==> config.mk <==
export PLATFORM = sky130hd
export DESIGN_NAME = mmu_top
export DESIGN_NICKNAME = d
export VERILOG_FILES = /design/src/verilog/tlb_pkg.sv /design/src/verilog/tlb_core.sv /design/src/verilog/cp0_tlb_regs.sv /design/src/verilog/mmu_translate.sv /design/src/verilog/mmu_top.sv
export VERILOG_INCLUDE_DIRS = /design/src /design/src/include
export SDC_FILE = /design/constraint.sdc
export NUM_CORES = 2
export LEC_CHECK = 0
export ABC_AREA = 0
export BUFFER_PORTS_ARGS = -buffer_cell sky130_fd_sc_hd__buf_4
export CAP_MARGIN = 20
export CORE_ASPECT_RATIO = 1.5
export CORE_UTILIZATION = 32
export CTS_BUF_LIST = sky130_fd_sc_hd__clkbuf_8
export DETAILED_ROUTE_END_ITERATION = 8
export GPL_ROUTABILITY_DRIVEN = 0
export GPL_TIMING_DRIVEN = 1
export PLACE_DENSITY = 0.46
export SLEW_MARGIN = 20
export SYNTH_ARGS = -nofsm -noshare
export SYNTH_HDL_FRONTEND = slang
export SYNTH_SLANG_ARGS = --single-unit
export TNS_END_PERCENT = 5
==> constraint.sdc <==
create_clock -name clk -period 10.8 [get_ports clk]
set_input_delay 0.54 -clock clk [delete_from_list [all_inputs] [get_ports clk]]
set_output_delay 0.54 -clock clk [all_outputs]
set_load 0.005 [all_outputs]
==> src/include/tlb_defines.svh <==
`ifndef TLB_DEFINES_SVH
`define TLB_DEFINES_SVH

// TLB geometry, 8, 16 or 32 entries
`define TLB_NUM   16
`define TLB_IDX_W $clog2(`TLB_NUM)

// Field widths
`define VPN2_W    19
`define ASID_W    8
`define PFN_W     20
`define VADDR_W   32
`define PADDR_W   32

`endif

==> src/verilog/tlb_pkg.sv <==
`include "tlb_defines.svh"

package tlb_pkg;

    typedef logic [`VPN2_W-1:0]    vpn2_t;
    typedef logic [`ASID_W-1:0]    asid_t;
    typedef logic [`PFN_W-1:0]     pfn_t;
    typedef logic [`TLB_IDX_W-1:0] tlb_idx_t;
    typedef logic [`VADDR_W-1:0]   vaddr_t;
    typedef logic [`PADDR_W-1:0]   paddr_t;
    typedef logic [2:0]            cattr_t;

    // One page of the even/odd pair, same bit order as EntryLo[25:1]
    typedef struct packed {
        pfn_t   pfn;
        cattr_t c;
        logic   d;
        logic   v;
    } tlb_lo_t;

    typedef struct packed {
        vpn2_t   vpn2;
        asid_t   asid;
        logic    g;
        tlb_lo_t lo0;
        tlb_lo_t lo1;
    } tlb_entry_t;

    typedef struct packed {
        logic     found;
        tlb_idx_t index;
        tlb_lo_t  lo0;
        tlb_lo_t  lo1;
    } tlb_lookup_t;

    typedef enum logic [1:0] {
        EXC_NONE    = 2'd0,
        EXC_REFILL  = 2'd1,
        EXC_INVALID = 2'd2,
        EXC_MOD     = 2'd3
    } xlate_exc_e;

    typedef struct packed {
        logic       valid;
        paddr_t     paddr;
        cattr_t     cattr;
        xlate_exc_e exc;
    } xlate_rsp_t;

    typedef enum logic [2:0] {
        CMD_NONE  = 3'd0,
        CMD_TLBP  = 3'd1,
        CMD_TLBR  = 3'd2,
        CMD_TLBWI = 3'd3,
        CMD_TLBWR = 3'd4
    } tlb_cmd_e;

    typedef enum logic {
        IDLE,
        CMD_WAIT
    } apb_state_e;

endpackage

==> src/verilog/tlb_core.sv <==
`timescale 1ns/1ns
`include "tlb_defines.svh"

module tlb_core (
    input  logic                 clk,
    input  logic                 reset,
    input  logic                 wr_en,
    input  tlb_pkg::tlb_idx_t    wr_idx,
    input  tlb_pkg::tlb_entry_t  wr_entry,
    input  tlb_pkg::tlb_idx_t    rd_idx,
    output tlb_pkg::tlb_entry_t  rd_entry,
    input  tlb_pkg::asid_t       cur_asid,
    input  tlb_pkg::vpn2_t       i_vpn2,
    input  tlb_pkg::vpn2_t       d_vpn2,
    input  tlb_pkg::vpn2_t       probe_vpn2,
    input  logic                 probe_req,
    output tlb_pkg::tlb_lookup_t i_look,
    output tlb_pkg::tlb_lookup_t d_look
);
    import tlb_pkg::*;

    tlb_entry_t           entries [`TLB_NUM];

    vpn2_t                i_key;
    vpn2_t                d_key;
    asid_t                asid_q;

    logic [`TLB_NUM-1:0]  i_match;
    logic [`TLB_NUM-1:0]  d_match;
    tlb_idx_t             i_idx;
    tlb_idx_t             d_idx;

    function automatic logic entry_hit(input tlb_entry_t ent, input vpn2_t key,
                                       input asid_t asid);
        return (ent.vpn2 == key) && ((ent.asid == asid) || ent.g);
    endfunction

    // Match vector is one-hot when software keeps entries unique
    function automatic tlb_idx_t onehot_to_idx(input logic [`TLB_NUM-1:0] hot);
        tlb_idx_t idx;
        idx = '0;
        for (int n = 0; n < `TLB_NUM; n++) begin
            if (hot[n]) begin
                idx = idx | tlb_idx_t'(n);
            end
        end
        return idx;
    endfunction

    always_ff @(posedge clk) begin
        if (reset) begin
            for (int n = 0; n < `TLB_NUM; n++) begin
                entries[n] <= '0;
            end
        end else if (wr_en) begin
            entries[wr_idx] <= wr_entry;
        end
    end

    // Lookup keys, results follow one cycle later
    always_ff @(posedge clk) begin
        if (reset) begin
            i_key  <= '0;
            d_key  <= '0;
            asid_q <= '0;
        end else begin
            i_key  <= i_vpn2;
            d_key  <= probe_req ? probe_vpn2 : d_vpn2; // TLBP borrows data port
            asid_q <= cur_asid;
        end
    end

    always_comb begin
        for (int n = 0; n < `TLB_NUM; n++) begin
            i_match[n] = entry_hit(entries[n], i_key, asid_q);
            d_match[n] = entry_hit(entries[n], d_key, asid_q);
        end
    end

    assign i_idx = onehot_to_idx(i_match);
    assign d_idx = onehot_to_idx(d_match);

    assign i_look.found = |i_match;
    assign i_look.index = i_idx;
    assign i_look.lo0   = entries[i_idx].lo0;
    assign i_look.lo1   = entries[i_idx].lo1;

    assign d_look.found = |d_match;
    assign d_look.index = d_idx;
    assign d_look.lo0   = entries[d_idx].lo0;
    assign d_look.lo1   = entries[d_idx].lo1;

    assign rd_entry = entries[rd_idx]; // TLBR path

endmodule

==> src/verilog/cp0_tlb_regs.sv <==
`timescale 1ns/1ns
`include "tlb_defines.svh"

module cp0_tlb_regs (
    input  logic                 clk,
    input  logic                 reset,
    input  logic                 psel,
    input  logic                 penable,
    input  logic                 pwrite,
    input  logic [7:0]           paddr,
    input  logic [31:0]          pwdata,
    output logic [31:0]          prdata,
    output logic                 pready,
    output logic                 pslverr,
    output logic                 wr_en,
    output tlb_pkg::tlb_idx_t    wr_idx,
    output tlb_pkg::tlb_entry_t  wr_entry,
    output tlb_pkg::tlb_idx_t    rd_idx,
    input  tlb_pkg::tlb_entry_t  rd_entry,
    output logic                 probe_req,
    output tlb_pkg::vpn2_t       probe_vpn2,
    output tlb_pkg::asid_t       cur_asid,
    input  tlb_pkg::tlb_lookup_t probe_look
);
    import tlb_pkg::*;

    apb_state_e state;
    tlb_cmd_e   cmd_dec;
    tlb_cmd_e   issue_cmd;
    tlb_cmd_e   cmd_q;

    tlb_idx_t   index_q;
    logic       probe_fail;  // Index.P
    tlb_idx_t   random_q;
    vpn2_t      vpn2_q;
    asid_t      asid_q;
    tlb_lo_t    lo0_q;
    tlb_lo_t    lo1_q;
    logic       g0_q;
    logic       g1_q;

    logic       access;
    logic       reg_write;
    logic       cmd_start;

    assign access    = psel && penable;
    assign cmd_start = access && pwrite && (paddr == 8'h14) && (state == IDLE);
    assign reg_write = access && pwrite && (paddr != 8'h14);

    always_comb begin
        case (pwdata[2:0])
            3'd1:    cmd_dec = CMD_TLBP;
            3'd2:    cmd_dec = CMD_TLBR;
            3'd3:    cmd_dec = CMD_TLBWI;
            3'd4:    cmd_dec = CMD_TLBWR;
            default: cmd_dec = CMD_NONE;
        endcase
    end

    // Command is live only in the first access cycle
    assign issue_cmd = cmd_start ? cmd_dec : CMD_NONE;

    assign pready  = !cmd_start;
    assign pslverr = 1'b0;

    assign wr_en    = (issue_cmd == CMD_TLBWI) || (issue_cmd == CMD_TLBWR);
    assign wr_idx   = (issue_cmd == CMD_TLBWR) ? random_q : index_q;
    assign wr_entry = '{vpn2: vpn2_q, asid: asid_q, g: g0_q & g1_q, lo0: lo0_q, lo1: lo1_q};

    assign probe_req  = (issue_cmd == CMD_TLBP);
    assign probe_vpn2 = vpn2_q;
    assign cur_asid   = asid_q;
    assign rd_idx     = index_q;

    always_ff @(posedge clk) begin
        if (reset) begin
            state <= IDLE;
            cmd_q <= CMD_NONE;
        end else begin
            case (state)
                IDLE: begin
                    if (cmd_start) begin
                        state <= CMD_WAIT;
                        cmd_q <= issue_cmd;
                    end
                end
                CMD_WAIT: begin
                    state <= IDLE;
                    cmd_q <= CMD_NONE;
                end
                default: state <= IDLE;
            endcase
        end
    end

    // Free-running, covers all entries with no Wired
    always_ff @(posedge clk) begin
        if (reset) begin
            random_q <= tlb_idx_t'(`TLB_NUM - 1);
        end else if (random_q == '0) begin
            random_q <= tlb_idx_t'(`TLB_NUM - 1);
        end else begin
            random_q <= random_q - 1'b1;
        end
    end

    always_ff @(posedge clk) begin
        if (reset) begin
            index_q    <= '0;
            probe_fail <= 1'b0;
            vpn2_q     <= '0;
            asid_q     <= '0;
            lo0_q      <= '0;
            lo1_q      <= '0;
            g0_q       <= 1'b0;
            g1_q       <= 1'b0;
        end else if (state == CMD_WAIT) begin
            if (cmd_q == CMD_TLBP) begin
                probe_fail <= !probe_look.found;
                if (probe_look.found) begin
                    index_q <= probe_look.index;
                end
            end else if (cmd_q == CMD_TLBR) begin
                vpn2_q <= rd_entry.vpn2;
                asid_q <= rd_entry.asid;
                lo0_q  <= rd_entry.lo0;
                lo1_q  <= rd_entry.lo1;
                g0_q   <= rd_entry.g;
                g1_q   <= rd_entry.g;
            end
        end else if (reg_write) begin
            case (paddr)
                8'h00: index_q <= pwdata[`TLB_IDX_W-1:0]; // P stays read-only
                8'h08: begin
                    vpn2_q <= pwdata[31:13];
                    asid_q <= pwdata[7:0];
                end
                8'h0c: begin
                    lo0_q <= pwdata[25:1];
                    g0_q  <= pwdata[0];
                end
                8'h10: begin
                    lo1_q <= pwdata[25:1];
                    g1_q  <= pwdata[0];
                end
                default: ;
            endcase
        end
    end

    always_comb begin
        prdata = '0;
        case (paddr)
            8'h00: begin
                prdata[31]              = probe_fail;
                prdata[`TLB_IDX_W-1:0]  = index_q;
            end
            8'h04:   prdata[`TLB_IDX_W-1:0] = random_q;
            8'h08:   prdata = {vpn2_q, 5'b0, asid_q};
            8'h0c:   prdata = {6'b0, lo0_q, g0_q};
            8'h10:   prdata = {6'b0, lo1_q, g1_q};
            default: prdata = '0; // Command reads back zero
        endcase
    end

endmodule

==> src/verilog/mmu_translate.sv <==
`timescale 1ns/1ns

module mmu_translate (
    input  logic                 clk,
    input  logic                 reset,
    input  logic                 i_req_valid,
    input  tlb_pkg::vaddr_t      i_vaddr,
    input  logic                 d_req_valid,
    input  tlb_pkg::vaddr_t      d_vaddr,
    input  logic                 d_store,
    output logic                 d_req_ready,
    input  logic                 probe_req,
    output tlb_pkg::vpn2_t       i_vpn2,
    output tlb_pkg::vpn2_t       d_vpn2,
    input  tlb_pkg::tlb_lookup_t i_look,
    input  tlb_pkg::tlb_lookup_t d_look,
    output tlb_pkg::xlate_rsp_t  i_rsp,
    output tlb_pkg::xlate_rsp_t  d_rsp
);
    import tlb_pkg::*;

    logic        i_valid_q;
    logic        i_odd_q;
    logic [11:0] i_off_q;

    logic        d_valid_q;
    logic        d_odd_q;
    logic [11:0] d_off_q;
    logic        d_store_q;

    function automatic xlate_rsp_t form_rsp(input logic valid, input logic odd,
                                            input logic [11:0] off, input logic store,
                                            input tlb_lookup_t look);
        tlb_lo_t    lo;
        xlate_rsp_t rsp;
        lo        = odd ? look.lo1 : look.lo0;
        rsp.valid = valid;
        rsp.paddr = {lo.pfn, off};
        rsp.cattr = lo.c;
        if (!look.found) begin
            rsp.exc = EXC_REFILL;
        end else if (!lo.v) begin
            rsp.exc = EXC_INVALID;
        end else if (store && !lo.d) begin
            rsp.exc = EXC_MOD;
        end else begin
            rsp.exc = EXC_NONE;
        end
        return rsp;
    endfunction

    assign d_req_ready = !probe_req; // Data port lent to TLBP

    assign i_vpn2 = i_vaddr[31:13];
    assign d_vpn2 = d_vaddr[31:13];

    always_ff @(posedge clk) begin
        if (reset) begin
            i_valid_q <= 1'b0;
            d_valid_q <= 1'b0;
        end else begin
            i_valid_q <= i_req_valid;
            d_valid_q <= d_req_valid && d_req_ready;
        end
    end

    always_ff @(posedge clk) begin
        i_odd_q   <= i_vaddr[12];
        i_off_q   <= i_vaddr[11:0];
        d_odd_q   <= d_vaddr[12];
        d_off_q   <= d_vaddr[11:0];
        d_store_q <= d_store;
    end

    // Fetches never write
    assign i_rsp = form_rsp(i_valid_q, i_odd_q, i_off_q, 1'b0, i_look);
    assign d_rsp = form_rsp(d_valid_q, d_odd_q, d_off_q, d_store_q, d_look);

endmodule

==> src/verilog/mmu_top.sv <==
`timescale 1ns/1ns

module mmu_top (
    input  logic                clk,
    input  logic                reset,
    input  logic                psel,
    input  logic                penable,
    input  logic                pwrite,
    input  logic [7:0]          paddr,
    input  logic [31:0]         pwdata,
    output logic [31:0]         prdata,
    output logic                pready,
    output logic                pslverr,
    input  logic                i_req_valid,
    input  tlb_pkg::vaddr_t     i_vaddr,
    input  logic                d_req_valid,
    input  tlb_pkg::vaddr_t     d_vaddr,
    input  logic                d_store,
    output logic                d_req_ready,
    output tlb_pkg::xlate_rsp_t i_rsp,
    output tlb_pkg::xlate_rsp_t d_rsp
);
    import tlb_pkg::*;

    logic        wr_en;
    tlb_idx_t    wr_idx;
    tlb_entry_t  wr_entry;
    tlb_idx_t    rd_idx;
    tlb_entry_t  rd_entry;
    logic        probe_req;
    vpn2_t       probe_vpn2;
    asid_t       cur_asid;
    vpn2_t       i_vpn2;
    vpn2_t       d_vpn2;
    tlb_lookup_t i_look;
    tlb_lookup_t d_look;  // Also the TLBP result

    cp0_tlb_regs u_cp0_tlb_regs (
        .clk        (clk),
        .reset      (reset),
        .psel       (psel),
        .penable    (penable),
        .pwrite     (pwrite),
        .paddr      (paddr),
        .pwdata     (pwdata),
        .prdata     (prdata),
        .pready     (pready),
        .pslverr    (pslverr),
        .wr_en      (wr_en),
        .wr_idx     (wr_idx),
        .wr_entry   (wr_entry),
        .rd_idx     (rd_idx),
        .rd_entry   (rd_entry),
        .probe_req  (probe_req),
        .probe_vpn2 (probe_vpn2),
        .cur_asid   (cur_asid),
        .probe_look (d_look)
    );

    tlb_core u_tlb_core (
        .clk        (clk),
        .reset      (reset),
        .wr_en      (wr_en),
        .wr_idx     (wr_idx),
        .wr_entry   (wr_entry),
        .rd_idx     (rd_idx),
        .rd_entry   (rd_entry),
        .cur_asid   (cur_asid),
        .i_vpn2     (i_vpn2),
        .d_vpn2     (d_vpn2),
        .probe_vpn2 (probe_vpn2),
        .probe_req  (probe_req),
        .i_look     (i_look),
        .d_look     (d_look)
    );

    mmu_translate u_mmu_translate (
        .clk         (clk),
        .reset       (reset),
        .i_req_valid (i_req_valid),
        .i_vaddr     (i_vaddr),
        .d_req_valid (d_req_valid),
        .d_vaddr     (d_vaddr),
        .d_store     (d_store),
        .d_req_ready (d_req_ready),
        .probe_req   (probe_req),
        .i_vpn2      (i_vpn2),
        .d_vpn2      (d_vpn2),
        .i_look      (i_look),
        .d_look      (d_look),
        .i_rsp       (i_rsp),
        .d_rsp       (d_rsp)
    );

endmodule

==> run metrics <==
worst vdd ir 0.114 mV; DRT iter0 DRCs 7108; count of cell types in the netlist 63; setup TNS 0 ns; CP required 10.26 ns; Mapped Cells 7583; number of setup violations in the final report 0; Via density 5.73; Primary FF master, synth edfxtp_1; count of input and output buffers 221; # DRC 0; CP Max Fanout 135; Clk Latency, worst-skew pair 1.09 ns; first-pass GRT wire length 536000 um; Fin. Hold Viols 0; sequential area share after synthesis 0.474; CTS Buf Count 247; number of global-route vias before repair 65049; yosys warns 0; Pins Over Slew Limit 0; Post-DP HPWL 241000 um; number of gates resized after CTS 0; leakage 34.1 nW; Net Count, Synth 7696; Hold-fix buffers, CTS 108; worst min path class in -> reg; largest net degree at the start of global routing 163; count leader, synth edfxtp_1; CTS H-tree lvls 4; Crit Path Category reg -> out; Max-Slew Margin vs Limit 0.122; grt total ovfl 0; Post-Syn Area 86300 um2; clk slew on worst S/H paths 0.06 ns; nets 7732; commonest cells in the netlist 1248 x edfxtp_1, 1239 x and2_1, 999 x nand2_1; top cell type's share of synthesized area 0.434; Pre-antenna DRT Iters 6; CTS tree yes; Syn-to-layout area delta 12.3%; Crit. End Element output port; die height 638 um; status completed; RSZ-0062 raised after global routing false; fin crit share 0.790; hold path startpoint reset; register bit count reported by yosys 1419; # rows 233; Initial Utilization 0.322; post-CTS setup buffers 0; final wirelength 395000 um; I/O Pins 223; CORE AREA 268000 um2; Max-cap violations 0; Die Width 426 um; skew final 0.131 ns; DR vias 65163; syn_area_per_cell 11.4 um2; Slew @ Worst Pin 1.30 ns; fillers 26196; Overall Power 12.4 mW; initial antenna violation count 45; Power Density 128 nW/um2; Post-DRT Antenna Nets 0; Clock Path Buffers 4; Die Area 272000 um2; Final min period 8.53 ns; root buffer cell clkbuf_8; max frequency 117 MHz; worst reg2reg startpoint u_tlb_core.d_key[16]$_SDFF_PP0_; share of post-route cells with drive strength above 1 0.157; CTS sink count 1419; WL/cell 34.7 um; Async SR Flop Fraction 0; worst setup path startpoint u_tlb_core.d_key[16]$_SDFF_PP0_; GR Util All Layers 0.284; cell taking the most area after synthesis edfxtp_1; Post-synth EDFFs 1248; CP Launch Type flip-flop; ranking of synthesized cells by area edfxtp_1 43%, mux4_2 11%, and2_1 9.0%; CP Data Arrival Time 7.99 ns
## routing by layer
metal	track usage	share of wire
met4	0.166	0.066
met1	0.328	0.36
met5	0	0.00017
met3	0.0492	0.075
met2	0.491	0.50
## critical path: stages, from the launching register on
cell and delay [ns]:
dfxtp_1 0.30, buf_4 0.24, xnor2_1 0.53, nand4_1 0.38, nor4_1 1.10, a31oi_1 0.42
nand3_4 0.72, buf_12 0.61, buf_4 0.86, nand2_1 0.14, nand3_1 0.12, o21ai_0 0.20
a21oi_1 0.29, mux4_2 0.44, buf_4 0.25
## logic make-up (layout without fill, tap and decap cells)
group,after synthesis,after routing,share of synthesized area
compound gates,442,442,0.0311
simple gates,3092,3092,0.186
xor+xnor,737,737,0.0748
flops,1419,1419,0.474
buf+inv,741,973,0.0374
fa+ha+maj,1,1,0.000145
other cells,1,25,0.0000434
mux,1150,1150,0.197
## final timing paths
check / end / slack, ns / cells after the start
max: d_rsp[35] / 2.27 / 14
min: u_tlb_core.i_key[17]$_SDFF_PP0_ / 0.10 / 2
max reg2reg: flip-flop / 4.68 / 12
min reg2reg: u_cp0_tlb_regs.random_q[0]$_SDFF_PP1_ / 0.46 / 1
## report_power, final
part / switching (mW) / internal (mW) / leakage [nW]
combinational: 0.627 / 0.350 / 17.0
clock: 2.48 / 2.60 / 2.78
sequential: 0.199 / 6.13 / 14.3
## state kept, by name, summed over array words and instances, names as in the netlist, 3 cells and up, named ones only
register                   flops
u_tlb_core.entries          1248
u_cp0_tlb_regs.wr_entry       50
u_cp0_tlb_regs.probe_vpn2     19
u_tlb_core.d_key              19
u_tlb_core.i_key              19
u_mmu_translate.d_off_q       12
u_mmu_translate.i_off_q       12
u_cp0_tlb_regs.cur_asid        8
u_tlb_core.asid_q              8
u_cp0_tlb_regs.random_q        4
u_cp0_tlb_regs.rd_idx          4
u_cp0_tlb_regs.cmd_q           3
## per-stage QoR
stage	worst slack [ns]	hold slack (ns)	util	std cells	cell area [um2]
2_1_floorplan	6.54	0.407	-	7583	86300
3_3_place_gp	3.65	0.440	0.339	10785	90900
3_5_place_dp	3.47	0.444	0.339	10787	91000
4_1_cts	2.39	0.0435	0.361	11340	96900
5_1_grt	2.16	0.0757	0.361	11348	96900
6_report	2.27	0.100	0.361	11364	97000
## layout by cell type (no fill, tap or decap), types with 11 or more instances in the layout
cell type / instances
dlygate4sd3_1: 108
clkbuf_8: 280
diode_2: 24
nor2_4: 14
or2_4: 16
xnor2_1: 209
nor3_1: 27
mux4_2: 440
dfxtp_1: 163
clkinv_1: 38
and2_1: 1239
clkinv_2: 28
inv_1: 117
a21oi_1: 143
a311oi_1: 75
buf_4: 371
nand3_1: 362
bufinv_16: 11
nor4_1: 136
edfxtp_1: 1248
o21ai_0: 169
xor2_1: 528
nor2b_1: 28
mux2i_1: 699
buf_12: 13
nand2_1: 998
and3_1: 23
nand4_1: 59
nor2_1: 139
## cell type report
cell class / instances / area [um2] / share of cell area
multi-input cells: 5423 / 42500 / 0.438
flip-flops and latches: 1419 / 40900 / 0.422
well taps: 3525 / 4410 / 0.0455
repair buffers: 493 / 4140 / 0.0427
clock buffers: 279 / 3840 / 0.0396
clock inverters: 166 / 966 / 0.00996
inverters: 35 / 133 / 0.00137
diodes: 24 / 60.1 / 0.000619
Note: power is estimated with default switching activity, not from simulation.
